--- config.mk ---
export PLATFORM = sky130hd
export DESIGN_NAME = blimp_core
export DESIGN_NICKNAME = d
export VERILOG_FILES = /design/src/hdl/blimp_pkg.sv /design/src/hdl/blimp_intf.sv /design/src/hdl/fetch_unit.sv /design/src/hdl/decode_issue_unit.sv /design/src/hdl/alu_unit.sv /design/src/hdl/pipelined_multiplier.sv /design/src/hdl/writeback_commit_unit.sv /design/src/hdl/blimp_core.sv
export VERILOG_INCLUDE_DIRS = /design/src /design/src/include
export SDC_FILE = /design/constraint.sdc
export NUM_CORES = 2
export LEC_CHECK = 0
export BUFFER_PORTS_ARGS = -buffer_cell sky130_fd_sc_hd__buf_4
export CAP_MARGIN = 0
export CORE_ASPECT_RATIO = 1.1
export CORE_MARGIN = 8
export CORE_UTILIZATION = 55
export DETAILED_ROUTE_END_ITERATION = 7
export PLACE_DENSITY = 0.7
export SLEW_MARGIN = 10
export SYNTH_ARGS = -nofsm -noshare
export SYNTH_HDL_FRONTEND = slang
export SYNTH_SLANG_ARGS = --single-unit
export TNS_END_PERCENT = 30
--- constraint.sdc ---
create_clock -name clk -period 7.63 [get_ports clk]
set_input_delay 0 -clock clk [delete_from_list [all_inputs] [get_ports clk]]
set_output_delay 0 -clock clk [all_outputs]
set_load 0.01 [all_outputs]
--- src/include/blimp_cfg.svh ---
/*
 * Blimp core configuration
 * Widths and depths shared by the RTL and the testbench
 */

`ifndef BLIMP_CFG_SVH
`define BLIMP_CFG_SVH

// Data and instruction word width
`define BLIMP_XLEN 32

// Sequence number width, ROB holds 2^N entries
`define BLIMP_SEQ_BITS 5

// Architectural registers
`define BLIMP_NUM_REGS 32

// Multiplier pipe depth
`define BLIMP_MUL_STAGES 4

`endif

--- src/hdl/blimp_pkg.sv ---
/*
 * Blimp core package
 * Opcode and fetch-state enums, tag types and TinyRV1 encodings
 */

`include "blimp_cfg.svh"

package blimp_pkg;

  // Decoded operation
  typedef enum logic [1:0] {
    OP_ADD     = 2'd0,
    OP_ADDI    = 2'd1,
    OP_MUL     = 2'd2,
    OP_ILLEGAL = 2'd3
  } op_e;

  // Fetch FSM
  typedef enum logic [1:0] {
    F_IDLE = 2'd0,
    F_WAIT = 2'd1,
    F_FULL = 2'd2
  } fetch_state_e;

  // Register index
  typedef logic [4:0] reg_addr_t;

  // ROB slot / program order tag
  typedef logic [`BLIMP_SEQ_BITS-1:0] seq_t;

  // ---------------------------------------------------------------------
  // Instruction encodings

  localparam logic [6:0] OPC_OP     = 7'b0110011;
  localparam logic [6:0] OPC_OP_IMM = 7'b0010011;

  // funct7 selects add vs mul under OPC_OP
  localparam logic [6:0] F7_ADD = 7'b0000000;
  localparam logic [6:0] F7_MUL = 7'b0000001;

  // funct3 shared by add, addi and mul
  localparam logic [2:0] F3_ADD = 3'b000;

endpackage

--- src/hdl/blimp_intf.sv ---
/*
 * Blimp internal interfaces
 * Fetch to decode val/rdy link, issue strobes and result strobes
 */

`include "blimp_cfg.svh"

// Fetch to decode, val/rdy with stable payload
interface fetch_decode_if ();
  logic                   val;
  logic                   rdy;
  logic [`BLIMP_XLEN-1:0] pc;
  logic [`BLIMP_XLEN-1:0] inst;

  modport producer (output val, output pc, output inst, input rdy);
  modport consumer (input val, input pc, input inst, output rdy);
endinterface

// Decode to one execute pipe
// Single-cycle strobe, no back-pressure
interface issue_if import blimp_pkg::*; ();
  logic                   val;
  seq_t                   seq;
  op_e                    op;
  logic [`BLIMP_XLEN-1:0] op_a;
  // Immediate for addi
  logic [`BLIMP_XLEN-1:0] op_b;
  reg_addr_t              waddr;
  logic                   wen;

  modport producer (output val, output seq, output op, output op_a,
                    output op_b, output waddr, output wen);
  modport consumer (input val, input seq, input op, input op_a,
                    input op_b, input waddr, input wen);
endinterface

// Result strobe, execute to writeback and writeback to decode
interface result_if import blimp_pkg::*; ();
  logic                   val;
  seq_t                   seq;
  reg_addr_t              waddr;
  logic [`BLIMP_XLEN-1:0] wdata;
  logic                   wen;

  modport producer (output val, output seq, output waddr, output wdata,
                    output wen);
  modport consumer (input val, input seq, input waddr, input wdata,
                    input wen);
endinterface

--- src/hdl/fetch_unit.sv ---
/*
 * Fetch unit
 * Sequential PC, one outstanding memory request and a
 * one-entry instruction buffer presented to decode
 */

`include "blimp_cfg.svh"

module fetch_unit import blimp_pkg::*; (
  input  logic                   clk,
  input  logic                   arst_n,
  output logic                   imem_req_val,
  output logic [`BLIMP_XLEN-1:0] imem_req_addr,
  input  logic                   imem_resp_val,
  input  logic [`BLIMP_XLEN-1:0] imem_resp_data,
  fetch_decode_if.producer       out
);

  fetch_state_e           state_q;
  fetch_state_e           state_d;
  logic [`BLIMP_XLEN-1:0] pc_q;
  logic [`BLIMP_XLEN-1:0] buf_pc_q;
  logic [`BLIMP_XLEN-1:0] buf_inst_q;
  logic                   boot_q;
  logic                   accept;

  assign accept = out.val && out.rdy;

  // First request once out of reset, then one per accepted instruction
  assign imem_req_val  = (state_q == F_IDLE && boot_q) || (state_q == F_FULL && accept);
  assign imem_req_addr = pc_q;

  always_comb begin
    state_d = state_q;
    case (state_q)
      F_IDLE: if (imem_req_val) state_d = F_WAIT;
      // Memory answers exactly one cycle later
      F_WAIT: if (imem_resp_val) state_d = F_FULL;
      // Next request goes out as decode takes the buffer
      F_FULL: if (accept) state_d = F_WAIT;
      default: state_d = F_IDLE;
    endcase
  end

  always_ff @(posedge clk or negedge arst_n) begin
    if (!arst_n) begin
      state_q <= F_IDLE;
      pc_q    <= '0;
      boot_q  <= 1'b0;
    end else begin
      state_q <= state_d;
      boot_q  <= 1'b1;
      if (imem_req_val) pc_q <= pc_q + `BLIMP_XLEN'(4);
    end
  end

  // Buffer tag follows the request, word follows the response
  always_ff @(posedge clk) begin
    if (imem_req_val) buf_pc_q <= pc_q;
    if (state_q == F_WAIT && imem_resp_val) buf_inst_q <= imem_resp_data;
  end

  assign out.val  = (state_q == F_FULL);
  assign out.pc   = buf_pc_q;
  assign out.inst = buf_inst_q;

endmodule

--- src/hdl/decode_issue_unit.sv ---
/*
 * Decode/issue unit
 * Decodes TinyRV1 add/addi/mul, reads the register file, tracks hazards
 * with a scoreboard and issues in order to the ALU or multiplier pipe
 */

`include "blimp_cfg.svh"

module decode_issue_unit import blimp_pkg::*; (
  input  logic               clk,
  input  logic               arst_n,
  fetch_decode_if.consumer   in,
  issue_if.producer          alu_issue,
  issue_if.producer          mul_issue,
  result_if.consumer         complete,
  input  logic               commit_val
);

  localparam int ROB_DEPTH = 1 << `BLIMP_SEQ_BITS;
  localparam int CNT_W     = `BLIMP_SEQ_BITS + 1;
  localparam int HIST      = `BLIMP_MUL_STAGES - 1;

  logic [6:0]             opcode;
  logic [2:0]             funct3;
  logic [6:0]             funct7;
  reg_addr_t              rd;
  reg_addr_t              rs1;
  reg_addr_t              rs2;
  op_e                    op;
  logic                   uses_rs2;
  logic                   wen;
  logic [`BLIMP_XLEN-1:0] rs1_data;
  logic [`BLIMP_XLEN-1:0] rs2_data;
  logic [`BLIMP_XLEN-1:0] imm;
  logic [`BLIMP_XLEN-1:0] rf [`BLIMP_NUM_REGS];
  logic [`BLIMP_NUM_REGS-1:0] pending_q;
  seq_t                   seq_q;
  logic [CNT_W-1:0]       inflight_q;
  logic [HIST-1:0]        mul_hist_q;
  logic                   raw_stall;
  logic                   waw_stall;
  logic                   rob_stall;
  logic                   wb_stall;
  logic                   is_mul;
  logic                   fire;

  // ---------------------------------------------------------------------
  // Field extraction and decode

  assign opcode = in.inst[6:0];
  assign rd     = in.inst[11:7];
  assign funct3 = in.inst[14:12];
  assign rs1    = in.inst[19:15];
  assign rs2    = in.inst[24:20];
  assign funct7 = in.inst[31:25];
  assign imm    = {{(`BLIMP_XLEN-12){in.inst[31]}}, in.inst[31:20]};

  always_comb begin
    op = OP_ILLEGAL;
    if (opcode == OPC_OP && funct3 == F3_ADD && funct7 == F7_ADD) op = OP_ADD;
    else if (opcode == OPC_OP && funct3 == F3_ADD && funct7 == F7_MUL) op = OP_MUL;
    else if (opcode == OPC_OP_IMM && funct3 == F3_ADD) op = OP_ADDI;
  end

  assign is_mul   = (op == OP_MUL);
  assign uses_rs2 = (op == OP_ADD) || is_mul;
  // x0 and illegal ops never write
  assign wen      = (op != OP_ILLEGAL) && (rd != '0);

  // x0 reads as zero
  assign rs1_data = (rs1 == '0) ? '0 : rf[rs1];
  assign rs2_data = (rs2 == '0) ? '0 : rf[rs2];

  // ---------------------------------------------------------------------
  // Stall conditions

  assign raw_stall = ((op != OP_ILLEGAL) && pending_q[rs1]) || (uses_rs2 && pending_q[rs2]);
  assign waw_stall = wen && pending_q[rd];
  assign rob_stall = (inflight_q == CNT_W'(ROB_DEPTH));
  // ALU result would land with a multiply issued HIST cycles back
  assign wb_stall  = !is_mul && mul_hist_q[HIST-1];

  assign in.rdy = in.val && !(raw_stall || waw_stall || rob_stall || wb_stall);
  assign fire   = in.val && in.rdy;

  // Same payload to both pipes, strobe picks one
  assign alu_issue.val   = fire && !is_mul;
  assign alu_issue.seq   = seq_q;
  assign alu_issue.op    = op;
  assign alu_issue.op_a  = rs1_data;
  assign alu_issue.op_b  = (op == OP_ADDI) ? imm : rs2_data;
  assign alu_issue.waddr = rd;
  assign alu_issue.wen   = wen;

  assign mul_issue.val   = fire && is_mul;
  assign mul_issue.seq   = seq_q;
  assign mul_issue.op    = op;
  assign mul_issue.op_a  = rs1_data;
  assign mul_issue.op_b  = rs2_data;
  assign mul_issue.waddr = rd;
  assign mul_issue.wen   = wen;

  // Completed results land in the register file
  always_ff @(posedge clk) begin
    if (complete.val && complete.wen) rf[complete.waddr] <= complete.wdata;
  end

  always_ff @(posedge clk or negedge arst_n) begin
    if (!arst_n) begin
      pending_q  <= '0;
      seq_q      <= '0;
      inflight_q <= '0;
      mul_hist_q <= '0;
    end else begin
      if (complete.val && complete.wen) pending_q[complete.waddr] <= 1'b0;
      if (fire && wen) pending_q[rd] <= 1'b1;
      if (fire) seq_q <= seq_q + 1'b1;
      inflight_q <= inflight_q + CNT_W'(fire) - CNT_W'(commit_val);
      mul_hist_q <= {mul_hist_q[HIST-2:0], mul_issue.val};
    end
  end

endmodule

--- src/hdl/alu_unit.sv ---
/*
 * ALU pipe
 * One registered adder stage for add, addi and illegal ops
 */

`include "blimp_cfg.svh"

module alu_unit import blimp_pkg::*; (
  input  logic       clk,
  input  logic       arst_n,
  issue_if.consumer  in,
  result_if.producer out
);

  logic [`BLIMP_XLEN-1:0] sum;

  // op_b already holds the immediate for addi
  always_comb begin
    case (in.op)
      OP_ADD, OP_ADDI: sum = in.op_a + in.op_b;
      default:         sum = '0;
    endcase
  end

  always_ff @(posedge clk or negedge arst_n) begin
    if (!arst_n) out.val <= 1'b0;
    else         out.val <= in.val;
  end

  // Tags ride with the result
  always_ff @(posedge clk) begin
    out.seq   <= in.seq;
    out.waddr <= in.waddr;
    out.wen   <= in.wen && (in.op != OP_ILLEGAL);
    out.wdata <= sum;
  end

endmodule

--- src/hdl/pipelined_multiplier.sv ---
/*
 * Pipelined multiplier
 * Low word of op_a * op_b, one byte-wide partial product per stage
 */

`include "blimp_cfg.svh"

module pipelined_multiplier import blimp_pkg::*; (
  input  logic       clk,
  input  logic       arst_n,
  issue_if.consumer  in,
  result_if.producer out
);

  localparam int STAGES = `BLIMP_MUL_STAGES;
  localparam int CHUNK  = `BLIMP_XLEN / STAGES;

  logic [STAGES-1:0]      val_q;
  logic [STAGES-1:0]      wen_q;
  seq_t                   seq_q   [STAGES];
  reg_addr_t              waddr_q [STAGES];
  logic [`BLIMP_XLEN-1:0] acc_q   [STAGES];
  // Operands only needed up to the second to last stage
  logic [`BLIMP_XLEN-1:0] a_q     [STAGES-1];
  logic [`BLIMP_XLEN-1:0] b_q     [STAGES-1];

  // Partial product of one chunk of b, shifted into place
  function automatic logic [`BLIMP_XLEN-1:0] partial(input logic [`BLIMP_XLEN-1:0] a,
                                                     input logic [`BLIMP_XLEN-1:0] b,
                                                     input int idx);
    logic [CHUNK-1:0] c;
    c = b[idx*CHUNK +: CHUNK];
    return (a * c) << (idx * CHUNK);
  endfunction

  always_ff @(posedge clk or negedge arst_n) begin
    if (!arst_n) val_q <= '0;
    else         val_q <= {val_q[STAGES-2:0], in.val && (in.op == OP_MUL)};
  end

  always_ff @(posedge clk) begin
    // Stage 0 takes the lowest chunk
    acc_q[0]   <= partial(in.op_a, in.op_b, 0);
    seq_q[0]   <= in.seq;
    waddr_q[0] <= in.waddr;
    wen_q[0]   <= in.wen;
    a_q[0]     <= in.op_a;
    b_q[0]     <= in.op_b;
    for (int i = 1; i < STAGES; i++) begin
      acc_q[i]   <= acc_q[i-1] + partial(a_q[i-1], b_q[i-1], i);
      seq_q[i]   <= seq_q[i-1];
      waddr_q[i] <= waddr_q[i-1];
      wen_q[i]   <= wen_q[i-1];
    end
    for (int i = 1; i < STAGES - 1; i++) begin
      a_q[i] <= a_q[i-1];
      b_q[i] <= b_q[i-1];
    end
  end

  assign out.val   = val_q[STAGES-1];
  assign out.seq   = seq_q[STAGES-1];
  assign out.waddr = waddr_q[STAGES-1];
  assign out.wen   = wen_q[STAGES-1];
  assign out.wdata = acc_q[STAGES-1];

endmodule

--- src/hdl/writeback_commit_unit.sv ---
/*
 * Writeback/commit unit
 * Forwards completing results to decode, parks them in the ROB
 * and retires in program order onto the trace port
 */

`include "blimp_cfg.svh"

module writeback_commit_unit import blimp_pkg::*; (
  input  logic                   clk,
  input  logic                   arst_n,
  result_if.consumer             alu_res,
  result_if.consumer             mul_res,
  result_if.producer             complete,
  output logic                   commit_val,
  output logic                   trace_val,
  output logic [`BLIMP_XLEN-1:0] trace_pc,
  output reg_addr_t              trace_waddr,
  output logic [`BLIMP_XLEN-1:0] trace_wdata,
  output logic                   trace_wen
);

  localparam int ROB_DEPTH = 1 << `BLIMP_SEQ_BITS;

  logic [ROB_DEPTH-1:0]   done_q;
  logic [ROB_DEPTH-1:0]   rob_wen;
  reg_addr_t              rob_waddr [ROB_DEPTH];
  logic [`BLIMP_XLEN-1:0] rob_wdata [ROB_DEPTH];
  seq_t                   head_q;
  logic [`BLIMP_XLEN-3:0] ret_cnt_q;
  logic                   retire;
  logic                   retire_q;

  // ---------------------------------------------------------------------
  // Completion, at most one pipe valid per cycle

  assign complete.val   = alu_res.val || mul_res.val;
  assign complete.seq   = alu_res.val ? alu_res.seq   : mul_res.seq;
  assign complete.waddr = alu_res.val ? alu_res.waddr : mul_res.waddr;
  assign complete.wdata = alu_res.val ? alu_res.wdata : mul_res.wdata;
  assign complete.wen   = alu_res.val ? alu_res.wen   : mul_res.wen;

  // ---------------------------------------------------------------------
  // Reorder buffer and in-order retire

  assign retire = done_q[head_q];

  always_ff @(posedge clk or negedge arst_n) begin
    if (!arst_n) begin
      done_q    <= '0;
      head_q    <= '0;
      ret_cnt_q <= '0;
      retire_q  <= 1'b0;
    end else begin
      retire_q <= retire;
      // Completing slot is never the head being retired
      if (complete.val) done_q[complete.seq] <= 1'b1;
      if (retire) begin
        done_q[head_q] <= 1'b0;
        head_q         <= head_q + 1'b1;
        ret_cnt_q      <= ret_cnt_q + 1'b1;
      end
    end
  end

  always_ff @(posedge clk) begin
    if (complete.val) begin
      rob_waddr[complete.seq] <= complete.waddr;
      rob_wdata[complete.seq] <= complete.wdata;
      rob_wen[complete.seq]   <= complete.wen;
    end
    // Fetch is strictly sequential from 0, so pc is count * 4
    if (retire) begin
      trace_pc    <= {ret_cnt_q, 2'b00};
      trace_waddr <= rob_waddr[head_q];
      trace_wdata <= rob_wdata[head_q];
      trace_wen   <= rob_wen[head_q];
    end
  end

  assign trace_val  = retire_q;
  assign commit_val = retire_q;

endmodule

--- src/hdl/blimp_core.sv ---
/*
 * Blimp core top level
 * In-order issue, out-of-order completion TinyRV1 arithmetic core
 */

`include "blimp_cfg.svh"

module blimp_core import blimp_pkg::*; (
  input  logic                   clk,
  input  logic                   arst_n,
  // Instruction memory
  output logic                   imem_req_val,
  output logic [`BLIMP_XLEN-1:0] imem_req_addr,
  input  logic                   imem_resp_val,
  input  logic [`BLIMP_XLEN-1:0] imem_resp_data,
  // Commit trace
  output logic                   trace_val,
  output logic [`BLIMP_XLEN-1:0] trace_pc,
  output reg_addr_t              trace_waddr,
  output logic [`BLIMP_XLEN-1:0] trace_wdata,
  output logic                   trace_wen
);

  // ---------------------------------------------------------------------
  // Internal links

  fetch_decode_if f2d ();
  issue_if        alu_issue ();
  issue_if        mul_issue ();
  result_if       alu_res ();
  result_if       mul_res ();
  result_if       complete ();
  logic           commit_val;

  // ---------------------------------------------------------------------
  // Units

  fetch_unit fu (
    .clk            (clk),
    .arst_n         (arst_n),
    .imem_req_val   (imem_req_val),
    .imem_req_addr  (imem_req_addr),
    .imem_resp_val  (imem_resp_val),
    .imem_resp_data (imem_resp_data),
    .out            (f2d)
  );

  decode_issue_unit diu (
    .clk        (clk),
    .arst_n     (arst_n),
    .in         (f2d),
    .alu_issue  (alu_issue),
    .mul_issue  (mul_issue),
    .complete   (complete),
    .commit_val (commit_val)
  );

  alu_unit alu_xu (
    .clk    (clk),
    .arst_n (arst_n),
    .in     (alu_issue),
    .out    (alu_res)
  );

  pipelined_multiplier mul_xu (
    .clk    (clk),
    .arst_n (arst_n),
    .in     (mul_issue),
    .out    (mul_res)
  );

  writeback_commit_unit wcu (
    .clk         (clk),
    .arst_n      (arst_n),
    .alu_res     (alu_res),
    .mul_res     (mul_res),
    .complete    (complete),
    .commit_val  (commit_val),
    .trace_val   (trace_val),
    .trace_pc    (trace_pc),
    .trace_waddr (trace_waddr),
    .trace_wdata (trace_wdata),
    .trace_wen   (trace_wen)
  );

endmodule

==> summary.txt <==
Global route
  • Initial antenna violation count: 10
  • GRT Total Usage: ~27%
  • First-pass GRT wire length: approximately 500 mm
  • Vias in the first global route: roughly 75000
  • Total grt overflow: 0
  • Largest net degree at the start of global routing: approximately 120

Place
  • Dpl hpwl: between 150 and 200 mm
  • Final GP Congestion: ~0.89
  • Number of I/O port buffers: about 130

Cells and area
  • Area delta synth->final: 12.6%
  • # fillers: 16200
  • # nets final: just over 8000
  • Share of cells above drive strength 1: around 24%
  • Multi-input logic area: approximately 0.045 sq mm
  • Seq. cell area: ~0.08 sq mm

Synthesis
  • Yosys cell types: slightly below 80
  • Netlist Area Pre-Place: between 0.1 and 0.15 sq mm
  • Synth Flop Type: edfxtp_1
  • Async S/R FF share, synth: under 10%
  • Post-Syn Area per Cell: 17.6 sq um
  • Top-count cell post-synth: edfxtp_1
  • Cells after Synth: about 7300
  • Yosys Warn Count: 0
  • Synth top area cells: edfxtp_1 (55%), mux4_2 (17%), fa_1 (5.4%)
  • Yosys reg bits: between 2000 and 3000
  • Yosys top cell area share: 55.1%
  • Cell taking the most area after synthesis: edfxtp_1
  • Post-synth EDFFs: about 2300
  • Seq/Total Area, Yosys: a little over three fifths
  • Most frequent cells after synthesis: edfxtp_1 (2340), mux4_2 (961), nand2_1 (422)

Min path
  • Hold crit path type: input port to asynchronous set/reset pin

Clocking
  • Num Clock Sinks: approximately 2800
  • Clk_lat worst skew: a little over 900 ps
  • CTS H-tree lvls: 5
  • Clk buf depth: 4
  • CTS tree: built
  • Number of CTS-inserted buffers: about 300
  • Clk slew on worst S/H paths: roughly 60 ps
  • Clock Tree Root: clkbuf_16

Die
  • Starting Density: a little under three fifths
  • Number of core rows: 185
  • IO Pins: about 140
  • Die X: 475 um
  • Die ar.: between 0.2 and 0.25 sq mm
  • DIE HEIGHT: approximately 520 um
  • Core area: 0.231 sq mm

Timing
  • Max-slew violation count: 0
  • Post-layout min period: ~7200 ps
  • Max Clock Freq: between 100 and 150 MHz
  • RSZ-0062 raised after global routing: no
  • Final hold violation count: 0
  • Final Cycle Share: approximately 95%
  • Slew Limit Headroom: between 15 and 20%
  • Slew @ Worst Pin: 1250 ps
  • Worst clock skew: between 40 and 50 ps
  • Setup TNS: 0 ps
  • Final setup viols: 0

Critical path
  • R2R Setup Slk: between 400 and 500 ps
  • Critical path capture point type: register
  • WS Path Type: register to register
  • Crit start category: register
  • R2r endpoint: mul_xu.acc_q[0][25]$_DFF_P_
  • CP required: about 8400 ps
  • Worst R2R Path Depth: 24
  • CP Max Fanout: 35
  • Critical Path AT: 8020 ps

Route
  • ANT nets after route: 0
  • Total number of vias: between 70000 and 80000
  • Drt via density: 6.53
  • Drt pass-1 iters: 5
  • DRC: 0
  • Routed wire length: 341 mm
  • Initial DRC Count: 8158
  • WL/cell: 31.2 um

Status
  • Status: finished, final reports clean

Flow run
  • Max-Cap Viols: 0
-- what timing repair did --
item	4_1_cts	5_1_grt
hold endpoints to repair	142	0
gates resized for setup	0	4
setup buffers	0	0
hold buffers	69	0
setup endpoints to repair	0	7
-- cell families (layout without fill, tap and decap cells) --
group           after synthesis  after routing  share of synthesized area (%)
xor+xnor                    233            233                           1.61
compound gates              664            664                           3.49
simple gates               1225           1225                           4.60
mux                        1062           1062                           17.8
fa+ha+maj                   545            545                           7.35
flops                      2799           2799                           62.9
other cells                   2             11                        0.00589
buf+inv                     734           1321                           2.25
-- cells in the final DEF, fill, tap and decap left out, types with 13 or more instances in the layout --
master	n
a21o_1	54
nand2_1	422
o21bai_1	17
nor2_1	218
nor3_1	38
nor2_4	67
clkbuf_16	311
or3_1	15
clkbuf_1	65
buf_12	19
inv_1	378
clkinv_2	42
and2_1	202
o22a_1	33
and3_1	18
a211oi_1	13
o21ai_0	115
nor2b_1	26
dfrtp_1	146
mux4_2	961
a22oi_1	163
dfxtp_1	300
nand2b_1	47
buf_4	329
nand3_1	56
o21a_1	22
xor2_1	67
o21ai_1	19
clkinv_1	56
edfxtp_1	2340
mux2_2	63
dlygate4sd3_1	68
a21oi_1	121
xnor2_1	165
nand4_1	55
a22o_1	14
bufinv_16	24
ha_1	204
fa_1	341
mux2i_1	29
-- critical path, stage by stage (launching register included) --
cell and delay, ps:
dfxtp_4 510, buf_12 320, buf_4 330, mux4_2 530
a22oi_1 200, nand2_1 120, a21oi_2 420, clkinv_1 120
buf_4 220, nand2_1 90, fa_1 420, fa_1 460
fa_1 500, inv_1 60, fa_1 440, ha_1 350
o21a_1 130, o31a_1 190, o21bai_1 120, and3_1 190
o31ai_2 520, a21o_1 200, a21o_1 140, a31oi_1 150
o311ai_0 340
-- registers in the layout, indices dropped and copies added (netlist names), 48 cells and up, named ones only --
signal         count
wcu.rob_wdata   1024
mul_xu.acc_q     128
mul_xu.a_q        48
wcu.rob_waddr    160
diu.rf          1024
mul_xu.b_q        48
-- layer usage --
layer	track usage, %	share of wire [%]	wire [um]
met5	0	0	0
met4	9.11	3.7	12700
met1	35.6	37	125000
met3	5.11	9.0	30800
met2	47.0	51	173000
-- how the worst max path moves through the flow --
| stage | start | endpoint | cells after the start | slack (ps) |
|---|---|---|---|---|
| floorplan | register | mul_xu.acc_q[0][25]$_DFF_P_ | 27 | 210 |
| global placement | register | mul_xu.acc_q[0][25]$_DFF_P_ | 23 | 310 |
| detailed placement | register | mul_xu.acc_q[0][25]$_DFF_P_ | 21 | 200 |
| CTS | register | mul_xu.acc_q[0][25]$_DFF_P_ | 21 | 180 |
| global route | register | mul_xu.acc_q[0][25]$_DFF_P_ | 24 | 20 |
| finish | register | mul_xu.acc_q[0][25]$_DFF_P_ | 24 | 400 |
-- stage by stage --
| step | utilization, % | area (sq um) | hold slack [ps] | setup slack [ps] | cells |
|---|---|---|---|---|---|
| final | 62.2 | 144000 | 110 | 402 | 10900 |
| after global routing | 62.2 | 144000 | 117 | 15.7 | 10900 |
| after CTS | 62.2 | 144000 | 66.6 | 178 | 10900 |
| after detailed placement | 57.8 | 133000 | -82.0 | 196 | 10300 |
| after global placement | 57.8 | 133000 | -88.2 | 313 | 10300 |
| after floorplan | - | 128000 | -296 | 207 | 7267 |
-- area by class of cell --
class,instances,area share (%)
Multi-Input combinational cell,3734,31.4
Timing Repair Buffer,417,2.47
Clock inverter,136,0.882
Tap cell,3085,2.69
Inverter,382,0.998
Sequential cell,2799,55.9
Antenna cell,6,0.0105
Clock buffer,386,5.67
Power is left out: the tool's default activity adds up to more than one toggle a clock period on the data nets, which glitch-free logic cannot reach.
